==> src/tag_boot_pkg.sv <==
/*
 * Tag boot widths, opcodes, vector types and the replay state encoding
 */

package tag_boot_pkg;

  //--------------------------------------------------
  // Client and trace sizes
  //--------------------------------------------------
  localparam int unsigned NUM_CLIENTS   = 4;
  localparam int unsigned CLIENT_ID_W   = 2;
  localparam int unsigned PAYLOAD_W     = 8;
  localparam int unsigned OPCODE_W      = 2;
  localparam int unsigned TRACE_DEPTH   = 16;
  localparam int unsigned TRACE_ADDR_W  = 4;
  localparam int unsigned TRACE_ENTRY_W = OPCODE_W + CLIENT_ID_W + PAYLOAD_W;

  // Start bit, then id, then payload
  localparam int unsigned FRAME_LEN   = 1 + CLIENT_ID_W + PAYLOAD_W;
  localparam int unsigned BIT_CNT_W   = $clog2(FRAME_LEN);
  localparam int unsigned RESET_DEPTH = 3;
  localparam int unsigned TIMER_W     = 8;

  // Trace opcodes
  localparam logic [OPCODE_W-1:0] OP_SEND   = 2'd0;
  localparam logic [OPCODE_W-1:0] OP_WAIT   = 2'd1;
  localparam logic [OPCODE_W-1:0] OP_FINISH = 2'd2;
  localparam logic [OPCODE_W-1:0] OP_RSVD   = 2'd3;

  typedef logic [CLIENT_ID_W-1:0]   client_id_t;
  typedef logic [PAYLOAD_W-1:0]     payload_t;
  typedef logic [TRACE_ADDR_W-1:0]  trace_addr_t;
  typedef logic [TRACE_ENTRY_W-1:0] trace_entry_t;
  typedef logic [TIMER_W-1:0]       timer_t;

  typedef enum logic [2:0] {
    ST_IDLE,
    ST_FETCH,
    ST_DECODE,
    ST_SEND,
    ST_WAIT,
    ST_RELEASE,
    ST_DONE
  } replay_state_t;

endpackage
==> src/tag_boot_top.sv <==
/*
 * Tag boot top, trace memory, replay FSM, timer, frame shifter and client bank
 */

`timescale 1ns/10ps

module tag_boot_top (
  input  logic                                               clk_i
  , input  logic                                             arst_n_i
  , input  logic                                             start_i
  , input  logic                                             trace_we_i
  , input  tag_boot_pkg::trace_addr_t                        trace_waddr_i
  , input  tag_boot_pkg::trace_entry_t                       trace_wdata_i
  , output logic                                             tag_done_o
  , output logic                                             core_reset_o
  , output tag_boot_pkg::payload_t [tag_boot_pkg::NUM_CLIENTS-1:0] client_data_o
);

  import tag_boot_pkg::*;

  trace_addr_t  rd_addr;
  trace_entry_t rd_entry;
  logic         trace_we;
  logic         busy;
  logic         timer_load;
  timer_t       timer_count;
  logic         timer_zero;
  logic         frame_load;
  client_id_t   frame_id;
  payload_t     frame_payload;
  logic         tag_line;

  // No trace writes during a replay
  assign trace_we = trace_we_i & ~busy;

  tag_trace_rom trace_rom_inst (
    .clk_i(clk_i)
    ,.we_i(trace_we)
    ,.waddr_i(trace_waddr_i)
    ,.wdata_i(trace_wdata_i)
    ,.raddr_i(rd_addr)
    ,.rdata_o(rd_entry)
  );

  tag_replay_fsm replay_fsm_inst (
    .clk_i(clk_i)
    ,.arst_n_i(arst_n_i)
    ,.start_i(start_i)
    ,.entry_i(rd_entry)
    ,.timer_zero_i(timer_zero)
    ,.rd_addr_o(rd_addr)
    ,.timer_load_o(timer_load)
    ,.timer_count_o(timer_count)
    ,.frame_load_o(frame_load)
    ,.frame_id_o(frame_id)
    ,.frame_payload_o(frame_payload)
    ,.busy_o(busy)
    ,.tag_done_o(tag_done_o)
    ,.core_reset_o(core_reset_o)
  );

  replay_timer replay_timer_inst (
    .clk_i(clk_i)
    ,.arst_n_i(arst_n_i)
    ,.load_i(timer_load)
    ,.count_i(timer_count)
    ,.zero_o(timer_zero)
  );

  //--------------------------------------------------
  // Serial tag path
  //--------------------------------------------------
  tag_frame_shifter frame_shifter_inst (
    .clk_i(clk_i)
    ,.arst_n_i(arst_n_i)
    ,.load_i(frame_load)
    ,.id_i(frame_id)
    ,.payload_i(frame_payload)
    ,.tag_line_o(tag_line)
  );

  tag_client_bank client_bank_inst (
    .clk_i(clk_i)
    ,.arst_n_i(arst_n_i)
    ,.tag_line_i(tag_line)
    ,.client_data_o(client_data_o)
  );

endmodule

==> src/tag_client_bank.sv <==
/*
 * Tag client bank, deserializes frames from the tag line
 * and loads the addressed configuration register
 */

`timescale 1ns/10ps

module tag_client_bank (
  input  logic                                               clk_i
  , input  logic                                             arst_n_i
  , input  logic                                             tag_line_i
  , output tag_boot_pkg::payload_t [tag_boot_pkg::NUM_CLIENTS-1:0] client_data_o
);

  import tag_boot_pkg::*;

  logic                             active_q;
  logic [BIT_CNT_W-1:0]             bit_cnt_q;
  logic [CLIENT_ID_W+PAYLOAD_W-2:0] shift_q;
  logic [CLIENT_ID_W+PAYLOAD_W-1:0] frame;
  logic                             last_bit;
  client_id_t                       frame_id;
  payload_t [NUM_CLIENTS-1:0]       client_q;

  // Bits collected so far plus the one on the line now
  assign frame    = {shift_q, tag_line_i};
  assign frame_id = frame[PAYLOAD_W +: CLIENT_ID_W];
  assign last_bit = active_q && (bit_cnt_q == BIT_CNT_W'(FRAME_LEN - 2));

  //--------------------------------------------------
  // Start detect and bit count
  //--------------------------------------------------
  always_ff @(posedge clk_i or negedge arst_n_i) begin
    if (!arst_n_i) begin
      active_q  <= 1'b0;
      bit_cnt_q <= '0;
    end else if (!active_q) begin
      if (tag_line_i) begin
        active_q  <= 1'b1;
        bit_cnt_q <= '0;
      end
    end else begin
      bit_cnt_q <= bit_cnt_q + BIT_CNT_W'(1);
      if (last_bit) begin
        active_q <= 1'b0;
      end
    end
  end

  always_ff @(posedge clk_i) begin
    if (active_q) begin
      shift_q <= frame[CLIENT_ID_W+PAYLOAD_W-2:0];
    end
  end

  // Client registers
  always_ff @(posedge clk_i or negedge arst_n_i) begin
    if (!arst_n_i) begin
      client_q <= '0;
    end else if (last_bit) begin
      client_q[frame_id] <= frame[PAYLOAD_W-1:0];
    end
  end

  assign client_data_o = client_q;

endmodule

==> src/tag_frame_shifter.sv <==
/*
 * Tag frame serializer, start bit then id then payload, MSB first
 */

`timescale 1ns/10ps

module tag_frame_shifter (
  input  logic                     clk_i
  , input  logic                   arst_n_i
  , input  logic                   load_i
  , input  tag_boot_pkg::client_id_t id_i
  , input  tag_boot_pkg::payload_t   payload_i
  , output logic                   tag_line_o
);

  import tag_boot_pkg::*;

  logic [FRAME_LEN-1:0] frame_q;

  // Zeros shift in behind the frame so the line idles low
  always_ff @(posedge clk_i or negedge arst_n_i) begin
    if (!arst_n_i) begin
      frame_q <= '0;
    end else if (load_i) begin
      frame_q <= {1'b1, id_i, payload_i};
    end else begin
      frame_q <= {frame_q[FRAME_LEN-2:0], 1'b0};
    end
  end

  assign tag_line_o = frame_q[FRAME_LEN-1];

endmodule

==> src/tag_replay_fsm.sv <==
/*
 * Trace replay FSM, steps through send, wait and finish entries
 * and holds core reset until the release interval ends
 */

`timescale 1ns/10ps

module tag_replay_fsm (
  input  logic                       clk_i
  , input  logic                     arst_n_i
  , input  logic                     start_i
  , input  tag_boot_pkg::trace_entry_t entry_i
  , input  logic                     timer_zero_i
  , output tag_boot_pkg::trace_addr_t  rd_addr_o
  , output logic                     timer_load_o
  , output tag_boot_pkg::timer_t       timer_count_o
  , output logic                     frame_load_o
  , output tag_boot_pkg::client_id_t   frame_id_o
  , output tag_boot_pkg::payload_t     frame_payload_o
  , output logic                     busy_o
  , output logic                     tag_done_o
  , output logic                     core_reset_o
);

  import tag_boot_pkg::*;

  replay_state_t       state_q;
  replay_state_t       state_d;
  trace_addr_t         addr_q;
  trace_addr_t         addr_d;
  logic [OPCODE_W-1:0] opcode;
  logic                last_entry;

  //--------------------------------------------------
  // Entry fields
  //--------------------------------------------------
  assign opcode          = entry_i[TRACE_ENTRY_W-1 -: OPCODE_W];
  assign frame_id_o      = entry_i[PAYLOAD_W +: CLIENT_ID_W];
  assign frame_payload_o = entry_i[PAYLOAD_W-1:0];

  assign rd_addr_o  = addr_q;
  assign last_entry = (addr_q == trace_addr_t'(TRACE_DEPTH - 1));

  //--------------------------------------------------
  // Next state
  //--------------------------------------------------
  always_comb begin
    state_d       = state_q;
    addr_d        = addr_q;
    timer_load_o  = 1'b0;
    timer_count_o = '0;
    frame_load_o  = 1'b0;

    case (state_q)
      ST_IDLE, ST_DONE: begin
        if (start_i) begin
          state_d = ST_FETCH;
          addr_d  = '0;
        end
      end
      ST_FETCH: begin
        state_d = ST_DECODE;
      end
      ST_DECODE: begin
        timer_load_o = 1'b1;
        case (opcode)
          OP_SEND: begin
            frame_load_o  = 1'b1;
            timer_count_o = timer_t'(FRAME_LEN);
            state_d       = ST_SEND;
          end
          OP_WAIT: begin
            timer_count_o = timer_t'(frame_payload_o) + timer_t'(1);
            state_d       = ST_WAIT;
          end
          // Reserved opcode ends the trace like a finish
          OP_FINISH, OP_RSVD: begin
            timer_count_o = timer_t'(RESET_DEPTH);
            state_d       = ST_RELEASE;
          end
        endcase
      end
      ST_SEND, ST_WAIT: begin
        if (timer_zero_i) begin
          if (last_entry) begin
            // Out of entries, behave as if a finish followed
            timer_load_o  = 1'b1;
            timer_count_o = timer_t'(RESET_DEPTH);
            state_d       = ST_RELEASE;
          end else begin
            addr_d  = addr_q + trace_addr_t'(1);
            state_d = ST_FETCH;
          end
        end
      end
      ST_RELEASE: begin
        if (timer_zero_i) begin
          state_d = ST_DONE;
        end
      end
      default: begin
        state_d = ST_IDLE;
      end
    endcase
  end

  always_ff @(posedge clk_i or negedge arst_n_i) begin
    if (!arst_n_i) begin
      state_q <= ST_IDLE;
      addr_q  <= '0;
    end else begin
      state_q <= state_d;
      addr_q  <= addr_d;
    end
  end

  assign busy_o       = (state_q != ST_IDLE) && (state_q != ST_DONE);
  assign tag_done_o   = (state_q == ST_DONE);
  assign core_reset_o = (state_q != ST_DONE);

endmodule

==> src/replay_timer.sv <==
/*
 * Down-counter for frame bits, wait cycles and the reset-release depth
 */

`timescale 1ns/10ps

module replay_timer (
  input  logic                 clk_i
  , input  logic               arst_n_i
  , input  logic               load_i
  , input  tag_boot_pkg::timer_t count_i
  , output logic               zero_o
);

  import tag_boot_pkg::*;

  timer_t cnt_q;
  logic   run_q;

  // Last cycle of the loaded interval; a load of 0 wraps to a full 256
  assign zero_o = run_q && (cnt_q == timer_t'(1));

  always_ff @(posedge clk_i or negedge arst_n_i) begin
    if (!arst_n_i) begin
      cnt_q <= '0;
      run_q <= 1'b0;
    end else if (load_i) begin
      cnt_q <= count_i;
      run_q <= 1'b1;
    end else if (run_q) begin
      cnt_q <= cnt_q - timer_t'(1);
      if (zero_o) begin
        run_q <= 1'b0;
      end
    end
  end

endmodule

==> src/tag_trace_rom.sv <==
/*
 * Writable trace memory, one write port and a registered read port
 */

`timescale 1ns/10ps

module tag_trace_rom (
  input  logic                       clk_i
  , input  logic                     we_i
  , input  tag_boot_pkg::trace_addr_t  waddr_i
  , input  tag_boot_pkg::trace_entry_t wdata_i
  , input  tag_boot_pkg::trace_addr_t  raddr_i
  , output tag_boot_pkg::trace_entry_t rdata_o
);

  import tag_boot_pkg::*;

  trace_entry_t mem_q [TRACE_DEPTH];

  // Loaded by the testbench before the first start
  always_ff @(posedge clk_i) begin
    if (we_i) begin
      mem_q[waddr_i] <= wdata_i;
    end
  end

  // Entry shows up the cycle after the address
  always_ff @(posedge clk_i) begin
    rdata_o <= mem_q[raddr_i];
  end

endmodule

==> config.mk <==
export PLATFORM = sky130hd
export DESIGN_NAME = tag_boot_top
export DESIGN_NICKNAME = d
export VERILOG_FILES = /design/src/tag_boot_pkg.sv /design/src/tag_boot_top.sv /design/src/tag_client_bank.sv /design/src/tag_frame_shifter.sv /design/src/tag_replay_fsm.sv /design/src/replay_timer.sv /design/src/tag_trace_rom.sv
export SDC_FILE = /design/constraint.sdc
export NUM_CORES = 1
export LEC_CHECK = 0
export ABC_AREA = 1
export BUFFER_PORTS_ARGS = -buffer_cell sky130_fd_sc_hd__buf_2
export CAP_MARGIN = 25
export CORE_AREA = 2 2 175 177
export CTS_BUF_LIST = sky130_fd_sc_hd__clkbuf_8
export DETAILED_ROUTE_END_ITERATION = 6
export DIE_AREA = 0 0 177 179
export PLACE_DENSITY = 0.58
export SKIP_LAST_GASP = 1
export SYNTH_ARGS = -nofsm -noshare
export SYNTH_HDL_FRONTEND = slang
export SYNTH_SLANG_ARGS = --single-unit
==> constraint.sdc <==
create_clock -name clk_i -period 3 [get_ports clk_i]
set_clock_uncertainty 0.05 [all_clocks]
set_input_delay 0.3 -clock clk_i [delete_from_list [all_inputs] [get_ports clk_i]]
set_output_delay 0.3 -clock clk_i [all_outputs]
set_load 0.02 [all_outputs]
==> flow_summary.toml <==
[floorplan]
core_area_sq_um = 30030
start_util_pct = 37.18
fp.dieW_um = 177
fp.dieH_um = 179
core.rowCount = 64
die-area_sq_um = 31680
io_pins = 54

[final_layout]
antenna_cells = 0
fin_util_pct = 42.79
layout-drive-gt1-share_pct = 15.24
multi_input_area_sq_um = 2890
fill_cells = 2846
area_growth_pct = 15.10
fin_cells = 1485
nets = 1080
seq_area_sq_um = 7880

[pwr]
ir_drop_v = 0.0003130
power_density_nw_per_um2 = 572.6
leakagePower_uw = 0.005037

[place]
hpwl_mm = 16.57
place.gp.congestion = 0.7891
place_ws_ns = 0.8931
portBuffers = 53
dp_cells = 1401

[grt]
grt_pass1_vias = 7322
use_met2_pct = 28.53
use_met3_pct = 2.926
top_usage_layer = "met2"
grt_max_degree = 83
grt-ovfl-total = 0
grt_usage_pct = 17.16
grt_pass1_wl_mm = 41.62
globalRouteMet1Util_pct = 23.10
antenna_found_initial = 0

[setup_path]
critPathMaxFanout = 7
start_kind = "flip-flop"
rr_worst_depth = 6
cp-end-kind = "flip-flop"
rrSetupSlack_ns = 0.92
required_ns = 3.20
r2r-start = "replay_fsm_inst.state_q[0]$_DFFE_PN0P_"
path_class = "reg -> reg"
cp.arrival_ns = 2.29
r2r_end = "trace_rom_inst.mem_q[9][0]$_DFFE_PP_"

[synthesis]
synthDistinctLibCells = 34
syn_inst = 971
yosys_warnings = 0
synth-seq-cells = 277
yosysSeqAreaShare_pct = 70.56
syn_area_sq_um = 11160
synth_nets = 997
syn_area_per_cell_sq_um = 11.50

[timing]
finalHoldViolCount = 0
fin_crit_ns = 2.083
period_share_pct = 69.42
worst_pin_slew_ns = 0.8229
rsz0062_at_grt = "no"
fmaxAchievable_ghz = 0.4801
fin_setup_tns_ns = 0
worst_slack_ns = 0.9173
max_slew_margin_pct = 45.14
final_max_slew_viol_count = 0
setup_viol = 0
fin_hold_ws_ns = 0.09042

[route]
drt_iter0_drc = 646
avgViaCountPerCell = 4.989
dr_total_vias = 7409
avgRoutedWirePerCell_um = 17.87
drcViolationCount = 0
dr.pass1.iters = 5
finalWirelength_mm = 26.54
ant_nets = 0

[clocking]
cts_sinks = 277
ctsRootBufferMaster = "clkbuf_8"
cts_buffer_depth = 3
cts_inserted_buffers = 46
htree_levels = 2
cts_tree = "built"
clkTransAtPathRegs_ns = 0.06
clk_latency_ns = 0.57

[min_path]
hold_depth = 1
hold_class = "in -> reg"
holdCritStartpoint = "trace_wdata_i[7]"
min_to = "trace_rom_inst.mem_q[10][7]$_DFFE_PP_"

[status]
outcome = "completed"

[job]
max-cap-violations = 0
-- what timing repair did --
action	CTS	global route
setup buffers	0	0
gates resized for setup	0	0
endpoints found under the hold margin	64	0
hold buffers	1	0
-- placed cells by master (no fill, tap or decap) --
master and instances:
a31oi_1 1, nor3_1 2, o21ai_2 4, nor2_8 1
clkbuf_8 51, o21bai_2 1, nand2_2 2, clkinv_1 5
edfxtp_1 201, clkinv_2 4, bufinv_16 1, inv_6 3
o211ai_1 36, clkinv_8 1, buf_2 53, nor2_4 1
nand2_1 123, o21ai_1 6, nor3b_1 1, o221ai_1 14
dfxtp_1 12, a21oi_1 11, nand2_4 1, buf_4 23
inv_2 3, nor2_1 178, nand4_1 3, buf_12 3
o21ai_0 140, xor2_1 2, nor3_4 1, dfrtp_1 62
ha_1 6, dlygate4sd3_1 1, dfrtp_2 2, inv_1 67
nor2_2 7, nand3_1 52, or2_2 4
-- layer usage --
| layer | share of wire [%] | vias up |
|---|---|---|
| li1 | - | 3574 |
| met1 | 45 | 3588 |
| met2 | 49 | 203 |
| met3 | 4.9 | 44 |
| met4 | 1.9 | 0 |
| met5 | 0 | - |
-- power by group --
part | internal [uW] | switching (uW)
clock network | 1650 | 1500
registers | 4110 | 0
logic | 12.2 | 76.0
total | 5780 | 1580
-- cell families (layout without fill, tap and decap cells) --
| family | after synthesis | count (layout) | synth area share (%) |
|---|---|---|---|
| AOI/OAI and AO/OA | 213 | 213 | 11.03 |
| buffers and inverters | 97 | 215 | 3.553 |
| DFF | 277 | 277 | 70.56 |
| adders and majority gates | 6 | 6 | 0.6724 |
| and+or+nand+nor | 376 | 376 | 14.03 |
| xor gates and xnor gates | 2 | 2 | 0.1569 |
-- cell type report --
cell class                      instances  area share [%]
Sequential cell                       277           61.32
Multi-Input combinational cell        597           22.49
Clock buffer                           51           5.463
Timing Repair Buffer                   80           3.953
Tap cell                              396           3.856
Inverter                               52           1.558
Clock inverter                         32           1.353
-- cell usage after synthesis --
| cell | number | area (sq um) |
|---|---|---|
| inv_6 | 1 | 8.760 |
| o221ai_1 | 14 | 122.6 |
| a31oi_1 | 1 | 6.260 |
| inv_2 | 3 | 11.26 |
| dfxtp_1 | 12 | 240.2 |
| inv_1 | 48 | 180.2 |
| nor2_4 | 1 | 11.26 |
| nor3_1 | 2 | 10.01 |
| a21oi_1 | 11 | 55.05 |
| buf_4 | 1 | 7.510 |
| nor2_2 | 7 | 43.79 |
| buf_1 | 4 | 15.01 |
| o211ai_1 | 36 | 270.3 |
| xor2_1 | 2 | 17.52 |
| o21ai_2 | 4 | 35.03 |
| nor3_4 | 1 | 16.27 |
| buf_2 | 13 | 65.06 |
| nor2_8 | 1 | 20.02 |
| o21bai_2 | 1 | 11.26 |
| nand2_4 | 1 | 11.26 |
| nand2_2 | 2 | 12.51 |
| ha_1 | 6 | 75.07 |
| nand2_1 | 123 | 461.7 |
| nand4_1 | 3 | 18.77 |
| o21ai_0 | 140 | 700.7 |
| dfrtp_1 | 64 | 1602 |
| or2_2 | 4 | 25.02 |
| nor2_1 | 178 | 668.1 |
| nand3_1 | 52 | 260.3 |
| clkbuf_1 | 26 | 97.59 |
| nor3b_1 | 1 | 7.510 |
| edfxtp_1 | 201 | 6036 |
| o21ai_1 | 6 | 30.03 |
| buf_6 | 1 | 11.26 |
-- how the worst max path moves through the flow --
| stage | startpoint | end | depth (start not counted) |
|---|---|---|---|
| 2_1_floorplan | replay_fsm_inst.state_q[0]$_DFFE_PN0P_ | trace_rom_inst.mem_q[10][0]$_DFFE_PP_ | 7 |
| 3_3_place_gp | replay_fsm_inst.rd_addr_o[0]$_DFFE_PN0P_ | replay_fsm_inst.rd_addr_o[3]$_DFFE_PN0P_ | 11 |
| 3_5_place_dp | replay_fsm_inst.state_q[0]$_DFFE_PN0P_ | trace_rom_inst.mem_q[9][11]$_DFFE_PP_ | 6 |
| 4_1_cts | replay_fsm_inst.rd_addr_o[0]$_DFFE_PN0P_ | replay_timer_inst.cnt_q[4]$_DFFE_PN0P_ | 9 |
| 5_1_grt | replay_fsm_inst.rd_addr_o[0]$_DFFE_PN0P_ | replay_timer_inst.cnt_q[3]$_DFFE_PN0P_ | 9 |
| 6_report | replay_fsm_inst.state_q[0]$_DFFE_PN0P_ | trace_rom_inst.mem_q[9][0]$_DFFE_PP_ | 6 |
-- sequential cells by signal, indices dropped and copies added (netlist names) --
signal,cells
client_bank_inst.active_q,1
client_bank_inst.bit_cnt_q,4
client_bank_inst.client_data_o,32
client_bank_inst.shift_q,9
frame_shifter_inst.frame_q,11
replay_fsm_inst.rd_addr_o,4
replay_fsm_inst.state_q,3
replay_timer_inst.cnt_q,8
replay_timer_inst.run_q,1
trace_rom_inst.mem_q,192
trace_rom_inst.rdata_o,12
-- worst max-delay path, stage by stage (launching register included) --
cell and delay (ns):
dfrtp_1 0.47, nor3_1 0.35, nor2_2 0.11, nor2_2 0.23
nand2_1 0.17, nor2_1 0.22, buf_4 0.21
-- per-stage QoR --
step | cell area (sq um) | total power [uW]
final | 12850 | 7357
after floorplan | 11160 | 4194
after global routing | 12850 | 7644
after detailed placement | 11960 | 4279
after global placement | 11960 | 4278
after CTS | 12850 | 7443
(Power assumes the default switching activity.)
